$ cat config.mk
export PLATFORM = sky130hd
export DESIGN_NAME = irq_controller
export DESIGN_NICKNAME = d
export VERILOG_FILES = /design/src/verilog/soc_pkg.sv /design/src/verilog/irq_controller.sv
export SDC_FILE = /design/constraint.sdc
export NUM_CORES = 1
export LEC_CHECK = 0
export ABC_AREA = 1
export BUFFER_PORTS_ARGS = -buffer_cell sky130_fd_sc_hd__buf_2
export CAP_MARGIN = 20
export CORE_MARGIN = 5
export CORE_UTILIZATION = 28
export CTS_BUF_LIST = sky130_fd_sc_hd__clkbuf_16
export DETAILED_ROUTE_END_ITERATION = 10
export GPL_TIMING_DRIVEN = 0
export PLACE_DENSITY = 0.81
export SYNTH_ARGS = -nofsm -noshare
export SYNTH_HDL_FRONTEND = slang
export SYNTH_SLANG_ARGS = --single-unit
$ cat constraint.sdc
create_clock -name clk -period 1.94 [get_ports clk]
set_input_delay 0.097 -clock clk [delete_from_list [all_inputs] [get_ports clk]]
set_output_delay 0.097 -clock clk [all_outputs]
set_load 0.005 [all_outputs]
$ cat src/verilog/soc_pkg.sv
////////////////////////////////////////////////////////////
// shared bus types and memory map for the platform fabric
// the region is taken from address bits 31:28 only
////////////////////////////////////////////////////////////

package soc_pkg;

    localparam int XLEN      = 32;
    localparam int RAM_WORDS = 256;
    localparam int RAM_AW    = $clog2(RAM_WORDS);   // word index bits
    localparam int IRQ_COUNT = 2;                   // source ids 1..IRQ_COUNT

    // region boundaries on the top address nibble
    localparam logic [3:0] TIMER_BASE  = 4'h2;      // ram below this
    localparam logic [3:0] IRQ_BASE    = 4'h3;
    localparam logic [3:0] PERIPH_BASE = 4'h8;      // up to nibble f

    // timer register offsets
    localparam logic [3:0] MTIME_LO    = 4'h0;
    localparam logic [3:0] MTIME_HI    = 4'h4;
    localparam logic [3:0] MTIMECMP_LO = 4'h8;
    localparam logic [3:0] MTIMECMP_HI = 4'hC;

    // interrupt controller and button offsets
    localparam logic [3:0] IRQ_ENABLE  = 4'h0;
    localparam logic [3:0] IRQ_PENDING = 4'h4;
    localparam logic [3:0] IRQ_CLAIM   = 4'h8;
    localparam logic [3:0] BTN_STATUS  = 4'h0;

    typedef struct packed {
        logic            en;        // request strobe
        logic [3:0]      be;        // zero means read
        logic [XLEN-1:0] addr;
        logic [XLEN-1:0] wdata;
    } bus_req_t;

    typedef struct packed {
        logic            valid;
        logic [XLEN-1:0] rdata;
    } bus_rsp_t;

    typedef struct packed {
        logic ram;
        logic timer;
        logic irq;
        logic periph;
    } dev_sel_t;

    typedef enum logic [1:0] {
        REGION_RAM    = 2'd0,
        REGION_TIMER  = 2'd1,
        REGION_IRQ    = 2'd2,
        REGION_PERIPH = 2'd3
    } region_e;

endpackage

$ cat src/verilog/irq_controller.sv
////////////////////////////////////////////////////////////
// bit n of enable and pending belongs to source id n, bit 0 unused
// claim reads return the lowest active id, zero when idle
////////////////////////////////////////////////////////////
`timescale 1ns/1ps

module irq_controller (
    input  logic                        clk,
    input  logic                        rst_n_i,
    input  soc_pkg::bus_req_t           req_i,
    input  logic                        sel_i,
    input  logic [soc_pkg::IRQ_COUNT:1] src_i,
    output logic [31:0]                 rdata_o,
    output logic                        mei_o
);

    logic [soc_pkg::IRQ_COUNT:1] enable_q;
    logic [soc_pkg::IRQ_COUNT:1] pending_q;
    logic [soc_pkg::IRQ_COUNT:1] active;
    logic [soc_pkg::IRQ_COUNT:1] claim_mask;
    logic [soc_pkg::IRQ_COUNT:1] clear_mask;
    logic [31:0]                 claim_id;
    logic [31:0]                 rd_word;
    logic [31:0]                 rdata_q;
    logic [3:0]                  offset;
    logic                        wr;
    logic                        rd;

    assign offset = req_i.addr[3:0];
    assign wr     = sel_i && (req_i.be != 4'b0000);
    assign rd     = sel_i && (req_i.be == 4'b0000);
    assign active = pending_q & enable_q;

    // lowest id wins, scanned from the top down
    always_comb begin
        claim_id   = 32'd0;
        claim_mask = '0;
        for (int i = soc_pkg::IRQ_COUNT; i >= 1; i--) begin
            if (active[i]) begin
                claim_id      = 32'(i);
                claim_mask    = '0;
                claim_mask[i] = 1'b1;
            end
        end
    end

    always_comb begin
        clear_mask = '0;
        if (rd && offset == soc_pkg::IRQ_CLAIM) begin
            clear_mask = claim_mask;                    // claim acks the source
        end
        if (wr && offset == soc_pkg::IRQ_PENDING) begin
            clear_mask = clear_mask | req_i.wdata[soc_pkg::IRQ_COUNT:1];  // write one to clear
        end
    end

    ////////////////////////////////////////////////////////////
    // control registers
    ////////////////////////////////////////////////////////////
    always_ff @(posedge clk) begin
        if (!rst_n_i) begin
            enable_q  <= '0;
            pending_q <= '0;
        end else begin
            pending_q <= (pending_q & ~clear_mask) | src_i;   // new pulse wins
            if (wr && offset == soc_pkg::IRQ_ENABLE) begin
                enable_q <= req_i.wdata[soc_pkg::IRQ_COUNT:1];
            end
        end
    end

    always_comb begin
        rd_word = 32'd0;
        case (offset)
            soc_pkg::IRQ_ENABLE:  rd_word[soc_pkg::IRQ_COUNT:1] = enable_q;
            soc_pkg::IRQ_PENDING: rd_word[soc_pkg::IRQ_COUNT:1] = pending_q;
            soc_pkg::IRQ_CLAIM:   rd_word = claim_id;
            default:              rd_word = 32'd0;
        endcase
    end

    always_ff @(posedge clk) begin
        if (rd) begin
            rdata_q <= rd_word;
        end
    end

    assign rdata_o = rdata_q;
    assign mei_o   = |active;   // straight from the registers

endmodule

# Word-level counts from Yosys, hierarchy flattened
# Cells that the tools add are included.
# word_totals
output_inout_bits	33
ff_bits	36
inputBits	74
wordCells	30
mem_bits_ro	0
mem_bits_rw	0
latch_bits	0
memories	0
# op_classes
order_cmp	0
shifts	0
n_div	0
bitwise	6
eq_ne	2
n_addsub	0
muxes	7
reduce_logical	10
multipliers	0
# op_table
operator	n
2-to-1 mux 2 bit	5
zero test 4 bit	2
one-hot mux 2 bit (3 select lines)	1
logical AND 1 bit	5
AND 2 bit	2
== test 4 x 3 -> 1 bit (second input constant)	1
== test 4 bit (second input constant)	1
OR 2 bit	2
nonzero test 4 bit	1
OR reduction 2 bit	2
2-to-1 mux 3 bit	1
NOT 2 bit	1
NOT 1 bit	1

# Logic depth before layout (Yosys ltp)
# Gate-level depths: netlist (run 1).
# logic_depth
depth_word	9
depth_mapped	7
ltp_nobuf	7

# Worst setup path after synthesis (run 1)
# No wires, ideal clock.
# synth_timing
path_kind	flip-flop to flip-flop
from	register enable_q[1] (netlist bit)
to	register rdata_q[1] (netlist: rdata_o[1]) (data pin)
t_arrival_ps	652
period_less_slack_ps	908
stages_incl_launch_ff	6
required_ps	1684
path_buffers	0
slack_ps	1032
setup_time_ps	256
path_cell_list	dfxtp_1 -> nand2_1 -> nand2_1 -> nor2_1 -> a21oi_1 -> nand2_1
# synth_between
elab_chain_len	3
# synth_rtl
item	line_no	source
start, declared	irq_controller.sv:17	logic [soc_pkg::IRQ_COUNT:1] enable_q;
start signal, assigned	irq_controller.sv:67	enable_q <= req_i.wdata[soc_pkg::IRQ_COUNT:1];
AND 2 bit	irq_controller.sv:32	assign active = pending_q & enable_q;
2-to-1 mux 3 bit	irq_controller.sv:39	if (active[i]) begin
one-hot mux 2 bit (3 select lines) *	irq_controller.sv:74	case (offset)
via rd_word[1]	irq_controller.sv:23	logic [31:0] rd_word;
end signal, assigned	irq_controller.sv:84	rdata_q <= rd_word;
end, declared	irq_controller.sv:24	logic [31:0] rdata_q;
# The timed path passes the listed nets; every way through them passes the cells marked *.
# A chain may end at the register's enable or synchronous reset.

# Worst setup path after layout (run 1)
# layout_timing
from	register pending_q[1] (netlist bit)
to	register rdata_q[1] (netlist: rdata_o[1]) (data pin)
# layout_between
elab_chain_len	3
# layout_rtl
item	line_no	source
start, declared	irq_controller.sv:18	logic [soc_pkg::IRQ_COUNT:1] pending_q;
start signal, assigned	irq_controller.sv:65	pending_q <= (pending_q & ~clear_mask) | src_i;
AND 2 bit	irq_controller.sv:32	
2-to-1 mux 3 bit	irq_controller.sv:39	
one-hot mux 2 bit (3 select lines) *	irq_controller.sv:74	
via rd_word[1]	irq_controller.sv:23	
# Marks and branches as above.

==> metrics, run 1 <==
initial antenna violation count 0; Site Rows 16; crit end category register; largest net degree at the start of global routing 6; Worst VDD drop about 0.37 mV; hold_buf cts 0; Syn Area/Cell just over 7 um^2; cell family with most CP delay flip-flops; post-route antenna net violation count 0; Tmin final 1.04 ns; vias in the first global route 510; most used cell, CP nand2_1; Power per Cell Area about 670 nW/um^2; clk buf depth 2; Synth cell types 16; # DRC 0; routability cong. about 0.76; Setup-failing EPs final 0; GRT overflow 0; Post-Place Cell Area between 800 and 900 um^2; pre-CTS setup slack 0.910 ns; fin crit share roughly 53%; post-DR vias/cell 3.37; Cells after Synth 86; register bit total from synthesis 7; crit-path max FO 3; critical-path cell list nand2_1 -> nand2_1 -> nor2_1 -> a21oi_1 -> nand2_1; final worst-path setup slack ~0.90 ns; Worst Hold Depth 3; commonest non-fill, non-tap cells in the layout 29 x buf_4, 29 x conb_1, 18 x buf_2, 13 x nand2_1, 11 x inv_1; Levels on crit path 5; RSZ-0062 raised after global routing no; Final Max Slew Viols 0; root buf cell clkbuf_16; Layout Skew about 0.0021 ns; WHS Endpoint pending_q[1]; Worst Reg2Reg Path Length in Cells 5; max-cap violations 0; Nets 211; Hold Crit Start src_i[1]; io pins 107; postcts setup bufs 0; via count 550; synth warn 0; layout cells sized above 1 about two fifths; die area approximately 3200 um^2; reg-to-reg slack, setup approximately 0.9 ns; detailed placement HPWL approximately 1100 um; Area Overhead vs Synth 50.6%; initial core utilization between 30 and 40%; Worst Path Buf+Inv 0; max frequency between 900 and 1000 MHz; Clock Latency Late Sink about 0.23 ns; CTS Buf Count 3; synthesized cell area around 610 um^2; global-route wire length before repair ~2100 um; Final Non-Filler Cells 163; total track usage ~8.7%; Worst R2R End rdata_o[1]; core box area about 2000 um^2; clock tree from TritonCTS yes; TritonRoute pass-1 iters 5; Final Instance Area 916 um^2; worst r2r src pending_q[1]; Clock transition at path regs around 0.040 ns; final hold vios 0; Seq/Total Area, Yosys 28.0%; crit path DAT just over 1 ns; Sink Count 7; DRT iter0 DRCs 14; Slowest cell on crit path dfxtp_1; CTS resizes 0; static leakage 0.554 nW; total negative slack 0 ns; drt wl/cell between 8 and 9 um; Routed WL 1350 um; max incr delay on CP ~0.35 ns; Cells after DPL approximately 160; kind of critical path reg2reg; Antenna diodes 0; Worst EP required 1.92 ns; WHS about 0.10 ns; H-tree depth 1; Hold Path Class in2reg; IO buf count 18; Critical Path Start Type register; status finished, final reports clean; Die Ht around 57 um; Die Span X roughly 57 um
-- area by class of cell --
| type | count | area [um^2] |
|---|---|---|
| plain buffers | 29 | 218 |
| clock buffers | 3 | 75.1 |
| clock inverters | 1 | 3.75 |
| fillers | 202 | 1110 |
| inverters | 12 | 46.3 |
| multi-input cells | 66 | 279 |
| flip-flops and latches | 7 | 170 |
| well taps | 27 | 33.8 |
| repair buffers | 18 | 90.1 |
-- synth_stat cells (all sizes together) --
cell type,number,share of area (%)
buf,29,36
nand2,13,8.0
nor2,12,8.2
inv,10,6.2
dfxtp,4,13
nand3,4,4.1
a21oi,3,2.5
edfxtp,3,15
clkinv,2,1.4
nand4,2,2.1
o21ai,2,1.6
a22o,1,1.4
conb,1,0.62
-- through the flow --
step / power [W] / utilization [%]
floorplan: 0.000235 / -
global placement: 0.000255 / 41.4
detailed placement: 0.000257 / 41.4
CTS: 0.000611 / 45.3
global route: 0.000636 / 45.3
finish: 0.000609 / 45.3
-- flip-flops by register name (all words and copies together) (netlist names) --
register / count
pending_q: 2
rdata_o: 3
enable_q: 2
-- routing by layer --
| metal | vias up | GRT usage, % | wire length [um] |
|---|---|---|---|
| met3 | 2 | 4.13 | 167 |
| met1 | 212 | 7.92 | 472 |
| met2 | 30 | 15.0 | 688 |
| met4 | 0 | 6.10 | 23 |
| met5 | - | 0 | 0 |
| li1 | 306 | - | - |
-- cells by family after synthesis --
| kind of cell | after synthesis | synth area share, % |
|---|---|---|
| and+or+nand+nor | 31 | 22.4 |
| AOI/OAI and AO/OA | 6 | 5.56 |
| buffers and inverters | 41 | 43.4 |
| DFF | 7 | 28.0 |
| other | 1 | 0.617 |
-- worst max-delay path by stage --
stage                         to  slack [ns]    startpoint
global placement      rdata_o[1]        0.97  pending_q[1]
global route        pending_q[2]        0.79  pending_q[2]
floorplan             rdata_o[1]        1.03   enable_q[1]
CTS                 pending_q[2]        0.89  pending_q[2]
finish                rdata_o[1]        0.90  pending_q[1]
detailed placement  pending_q[2]        0.91  pending_q[2]
-- power breakdown --
group | total, W | internal (W) | switching [W] | leakage, nW
combinational | 0.0000965 | 0.0000548 | 0.0000417 | 0.456
sequential | 0.000162 | 0.000159 | 0.00000336 | 0.0558
clock | 0.000351 | 0.000268 | 0.0000826 | 0.0423
total | 0.000609 | 0.000482 | 0.000128 | 0.554
-- worst reg2reg max path, delay by kind of cell, from the launching register on --
| kind | cells | cell delay, ns |
|---|---|---|
| AO/OA/AOI/OAI | 1 | 0.11 |
| AND/OR/NAND/NOR | 4 | 0.32 |
| flip-flops | 1 | 0.35 |
(Power assumes the default switching activity.)
==> run 2: changes to the inputs <==
--- a/config.mk
+++ b/config.mk
@@ -9,11 +9,11 @@
 export BUFFER_PORTS_ARGS = -buffer_cell sky130_fd_sc_hd__buf_2
 export CAP_MARGIN = 20
 export CORE_MARGIN = 5
-export CORE_UTILIZATION = 28
+export CORE_UTILIZATION = 26
 export CTS_BUF_LIST = sky130_fd_sc_hd__clkbuf_16
 export DETAILED_ROUTE_END_ITERATION = 10
 export GPL_TIMING_DRIVEN = 0
-export PLACE_DENSITY = 0.81
+export PLACE_DENSITY = 0.75
 export SYNTH_ARGS = -nofsm -noshare
 export SYNTH_HDL_FRONTEND = slang
 export SYNTH_SLANG_ARGS = --single-unit
==> constraint.sdc (replaced) <==
create_clock -name clk -period 1 [get_ports clk]
set_input_delay 0.05 -clock clk [delete_from_list [all_inputs] [get_ports clk]]
set_output_delay 0.05 -clock clk [all_outputs]
set_load 0.005 [all_outputs]
==> metrics, run 2 (synthesized netlist as in run 1, its figures left out) <==
critical-path cell list nand2_2 -> inv_1 -> nand2_1 -> nor2_2 -> nand2_1 -> nand3_2 -> a21oi_2; Area Overhead vs Synth 57.4%; clk buf depth 2; Site Rows 17; crit end category register; kind of critical path reg2reg; final worst-path setup slack 0.0462 ns; Worst Path Buf+Inv 1; most common cell after layout, fill and taps aside buf_4; Hold Path Class in2reg; max frequency ~1000 MHz; largest net degree at the start of global routing 6; Tmin final around 0.95 ns; H-tree depth 1; total track usage under 10%; Antenna diodes 0; initial core utilization between 20% and 30%; Sink Count 7; vias in the first global route ~500; RSZ-0062 raised after global routing yes; Worst VDD drop ~0.99 mV; status finished, final reports clean; GRT overflow 0; Final Max Slew Viols 0; clock tree from TritonCTS yes; routability cong. approximately 0.73; crit path DAT roughly 1.1 ns; initial antenna violation count 0; Worst EP required 1.12 ns; max-cap violations 0; layout cells sized above 1 a little under half; fin crit share a little over nine tenths; via count 561; crit-path max FO 3; pre-CTS setup slack -0.0336 ns; Setup-failing EPs final 0; Die Span X between 50 and 60 um; commonest non-fill, non-tap cells in the layout 31 x buf_4, 29 x conb_1, 18 x buf_2, 11 x inv_1, 11 x nand2_1; Nets about 210; Slowest cell on crit path dfxtp_2; Routed WL around 1300 um; CTS Buf Count 3; cell family with most CP delay simple AND/OR/NAND/NOR gates; Layout Skew 0.00479 ns; Clock transition at path regs 0.04 ns; Power per Cell Area 1250 nW/um^2; core box area roughly 2200 um^2; global-route wire length before repair 1900 um; die area approximately 3400 um^2; drt wl/cell about 7.8 um; DRT iter0 DRCs 17; Clock Latency Late Sink about 0.23 ns; max incr delay on CP ~0.34 ns; final hold vios 0; post-route antenna net violation count 0; TritonRoute pass-1 iters 4; worst r2r src enable_q[2]; most used cell, CP nand2_1; Largest register FFs 3; beginning of the critical path enable_q[2]; io pins around 110; Die Ht 58.4 um; # DRC 0; final core utilization 42.9%; total negative slack 0 ns; static leakage between 0.5 and 0.6 nW; IO buf count 18; root buf cell clkbuf_16; Critical Path Start Type register; post-DR vias/cell roughly 3.4; hold_buf cts 0; detailed placement HPWL 1150 um; Hold Crit Start src_i[1]
run 2: metal layers:
metal	global-route usage (%)	share of wire, %
met1	7.56	34
met2	12.1	48
met3	3.29	15
met4	6.95	2.8
met5	0	0
run 2: power breakdown:
part           total (W)  switching (W)  internal [W]
combinational   0.000200      0.0000854      0.000115
sequential      0.000316     0.00000652      0.000309
clock           0.000679       0.000158      0.000521
total            0.00119       0.000250      0.000945
run 2: through the flow:
step | total power (W) | hold WS (ns) | std cells | cell area (um^2)
after floorplan | 0.000455 | 0.180 | 114 | 713
after global placement | 0.000496 | 0.291 | 160 | 838
after detailed placement | 0.000499 | 0.296 | 160 | 838
after CTS | 0.00119 | 0.0536 | 164 | 921
after global routing | 0.00126 | 0.0555 | 166 | 957
final | 0.00119 | 0.0499 | 166 | 957
run 2: repair_timing:
action / 4_1_cts / 5_1_grt
endpoints found under the setup margin: 1 / 3
setup buffers: 0 / 2
pin swaps: 1 / 4
endpoints found under the hold margin: 0 / 0
resized for setup: 2 / 8
run 2: worst register-to-register path, delay by kind of cell (launching register included):
kind / cells / cell delay (ns)
compound gates: 1 / 0.05
simple gates: 5 / 0.41
buf+inv: 1 / 0.05
flops: 1 / 0.34
run 2: final cells by class:
cell class | instances | area (um^2)
repair buffers | 20 | 105
well taps | 28 | 35.0
clock buffers | 3 | 75.1
clock inverters | 1 | 3.75
flip-flops and latches | 7 | 175
plain buffers | 29 | 218
inverters | 12 | 46.3
fillers | 225 | 1280
multi-input cells | 66 | 299
run 2: worst paths after layout:
path                            cells after the start  slack [ns]      endpoint
worst max-delay path                                7        0.05  pending_q[2]
worst min-delay path                                3        0.05  pending_q[1]
worst max register to register                      7        0.05  pending_q[2]
worst min register to register                      2        0.50   enable_q[1]
==> run 3: changes to the inputs <==
--- a/config.mk
+++ b/config.mk
@@ -5,15 +5,14 @@
 export SDC_FILE = /design/constraint.sdc
 export NUM_CORES = 1
 export LEC_CHECK = 0
-export ABC_AREA = 1
 export BUFFER_PORTS_ARGS = -buffer_cell sky130_fd_sc_hd__buf_2
 export CAP_MARGIN = 20
 export CORE_MARGIN = 5
-export CORE_UTILIZATION = 26
+export CORE_UTILIZATION = 28
 export CTS_BUF_LIST = sky130_fd_sc_hd__clkbuf_16
 export DETAILED_ROUTE_END_ITERATION = 10
 export GPL_TIMING_DRIVEN = 0
-export PLACE_DENSITY = 0.75
+export PLACE_DENSITY = 0.77
 export SYNTH_ARGS = -nofsm -noshare
 export SYNTH_HDL_FRONTEND = slang
 export SYNTH_SLANG_ARGS = --single-unit
==> metrics, run 3 <==
routability cong. ~0.73; root buf cell clkbuf_16; crit path DAT about 1.3 ns; Die Span X 58.5 um; max frequency around 840 MHz; Final Max Slew Viols 0; Power per Cell Area between 1000 and 1500 nW/um^2; Antenna diodes 0; vias in the first global route between 500 and 600; Cells after Synth 73; detailed placement HPWL 1250 um; Seq/Total Area, Yosys about a quarter; relative slew slack a little under two thirds; io pins 107; most frequent cell after synthesis buf_4; fin crit share 119%; initial core utilization between 20% and 30%; final hold vios 0; Post-Place Cell Area ~900 um^2; Worst VDD drop just under 0.9 mV; post-route antenna net violation count 0; ys async rst share 0%; Syn Area/Cell roughly 9.0 um^2; Nets ~200; IO buf count 17; EDFF count, synth 3; Synth cell types 28; register bit total from synthesis 7; failing checks setup timing; Clock transition at path regs roughly 0.04 ns; Largest register FFs 3; top_reg_cell synth dfxtp_1; static leakage approximately 0.53 nW; CTS Buf Count 3; initial antenna violation count 0; post-DR vias/cell about 4; total track usage approximately 9%; RSZ-0062 raised after global routing yes; crit-path max FO 3; worst slew pin tran roughly 0.54 ns; max-cap violations 0; die area about 3400 um^2; drt wl/cell 9.88 um; Hold Path Class in2reg; via count between 500 and 600; Sink Count 7; Synth top area share between 30% and 40%; global-route wire length before repair approximately 2300 um; Critical Path Start Type register; Layout Skew ~0.0023 ns; Area Overhead vs Synth 52.0%; final worst-path setup slack -0.191 ns; Tmin final around 1.2 ns; final core utilization between 40% and 50%; crit end category register; core box area between 2000 and 2500 um^2; largest net degree at the start of global routing 10; GRT overflow 0; Setup-failing EPs final 2; layout cells sized above 1 between 40% and 50%; H-tree depth 1; status complete, but fails checks; Clock Latency Late Sink about 0.23 ns; # DRC 0; synthesized cell area 659 um^2; commonest non-fill, non-tap cells in the layout 29 x buf_4, 29 x conb_1, 17 x buf_2, 4 x inv_1, 4 x dfxtp_2; reg-to-reg slack, setup -0.19 ns; Synth top cells by count 29 x buf_4, 4 x dfxtp_1, 3 x edfxtp_1, 3 x inv_1, 3 x nand2_1; Die Ht around 59 um; clock tree from TritonCTS yes; Final Instance Area about 1000 um^2; area leader, netlist buf_4; synth warn 0; Site Rows 17; Worst EP required 1.06 ns; kind of critical path reg2reg; clk buf depth 2; top cells by area, synth buf_4 33%, edfxtp_1 14%, dfxtp_1 12%; DRT iter0 DRCs 19; Routed WL about 1500 um; TritonRoute pass-1 iters 4
-- run 3: report_power, final --
part,internal [W],total (W),switching [W]
logic,0.000123,0.000218,0.0000957
registers,0.000308,0.000317,0.00000868
clock network,0.000519,0.000659,0.000140
total,0.000949,0.00119,0.000244
-- run 3: timing repair --
action                                  CTS  global route
hold buffers                              0             0
resized for setup                         4             3
pin swaps                                 2             2
buffers inserted                          2             1
endpoints found under the setup margin    2             4
-- run 3: critical path, stage by stage, from the launching register on --
cell and delay (ns):
dfxtp_2 0.33, nand2_1 0.08, a2111o_1 0.42, a211oi_2 0.20
-- run 3: area by class of cell --
cell class	instances	area, um^2
Clock inverter	1	3.75
Multi-Input combinational cell	61	365
Fill cell	217	1230
Inverter	3	11.3
Clock buffer	3	75.1
Tap cell	28	35.0
Buffer	30	229
Sequential cell	7	175
Timing Repair Buffer	19	108
-- run 3: metrics by stage --
step / power (W) / worst slack [ns] / cells / setup TNS (ns) / hold slack, ns
floorplan: 0.000471 / -0.0966 / 101 / -0.0966 / 0.174
global placement: 0.000521 / -0.139 / 146 / -0.602 / 0.309
detailed placement: 0.000525 / -0.163 / 146 / -0.776 / 0.317
CTS: 0.00120 / -0.193 / 152 / -0.263 / 0.0811
global route: 0.00126 / -0.241 / 152 / -0.400 / 0.102
finish: 0.00119 / -0.191 / 152 / -0.265 / 0.0842
-- run 3: logic make-up (layout without fill, tap and decap cells) --
group                  Yosys count  after routing  synth area share, %
other                            1             29                0.569
flip-flops                       7              7                 25.8
AND/OR/NAND/NOR                 18             18                 18.0
AO/OA/AOI/OAI                   13             13                 17.6
multiplexers                     1              1                 1.52
buffers and inverters           33             56                 36.4
-- run 3: final timing paths --
path                      from          end  cells after the start
hold / removal         rst_n_i  enable_q[2]                      3
hold reg to reg    enable_q[1]  enable_q[1]                      2
setup reg to reg  pending_q[2]   rdata_o[1]                      3
setup / recovery  pending_q[2]   rdata_o[1]                      3
-- run 3: routing by layer --
metal | share of wire [%] | global-route usage, % | up-vias
li1 | - | - | 309
met1 | 45 | 11.3 | 247
met2 | 40 | 12.6 | 37
met3 | 15 | 5.70 | 2
met4 | 0.47 | 2.98 | 0
met5 | 0 | 0 | -
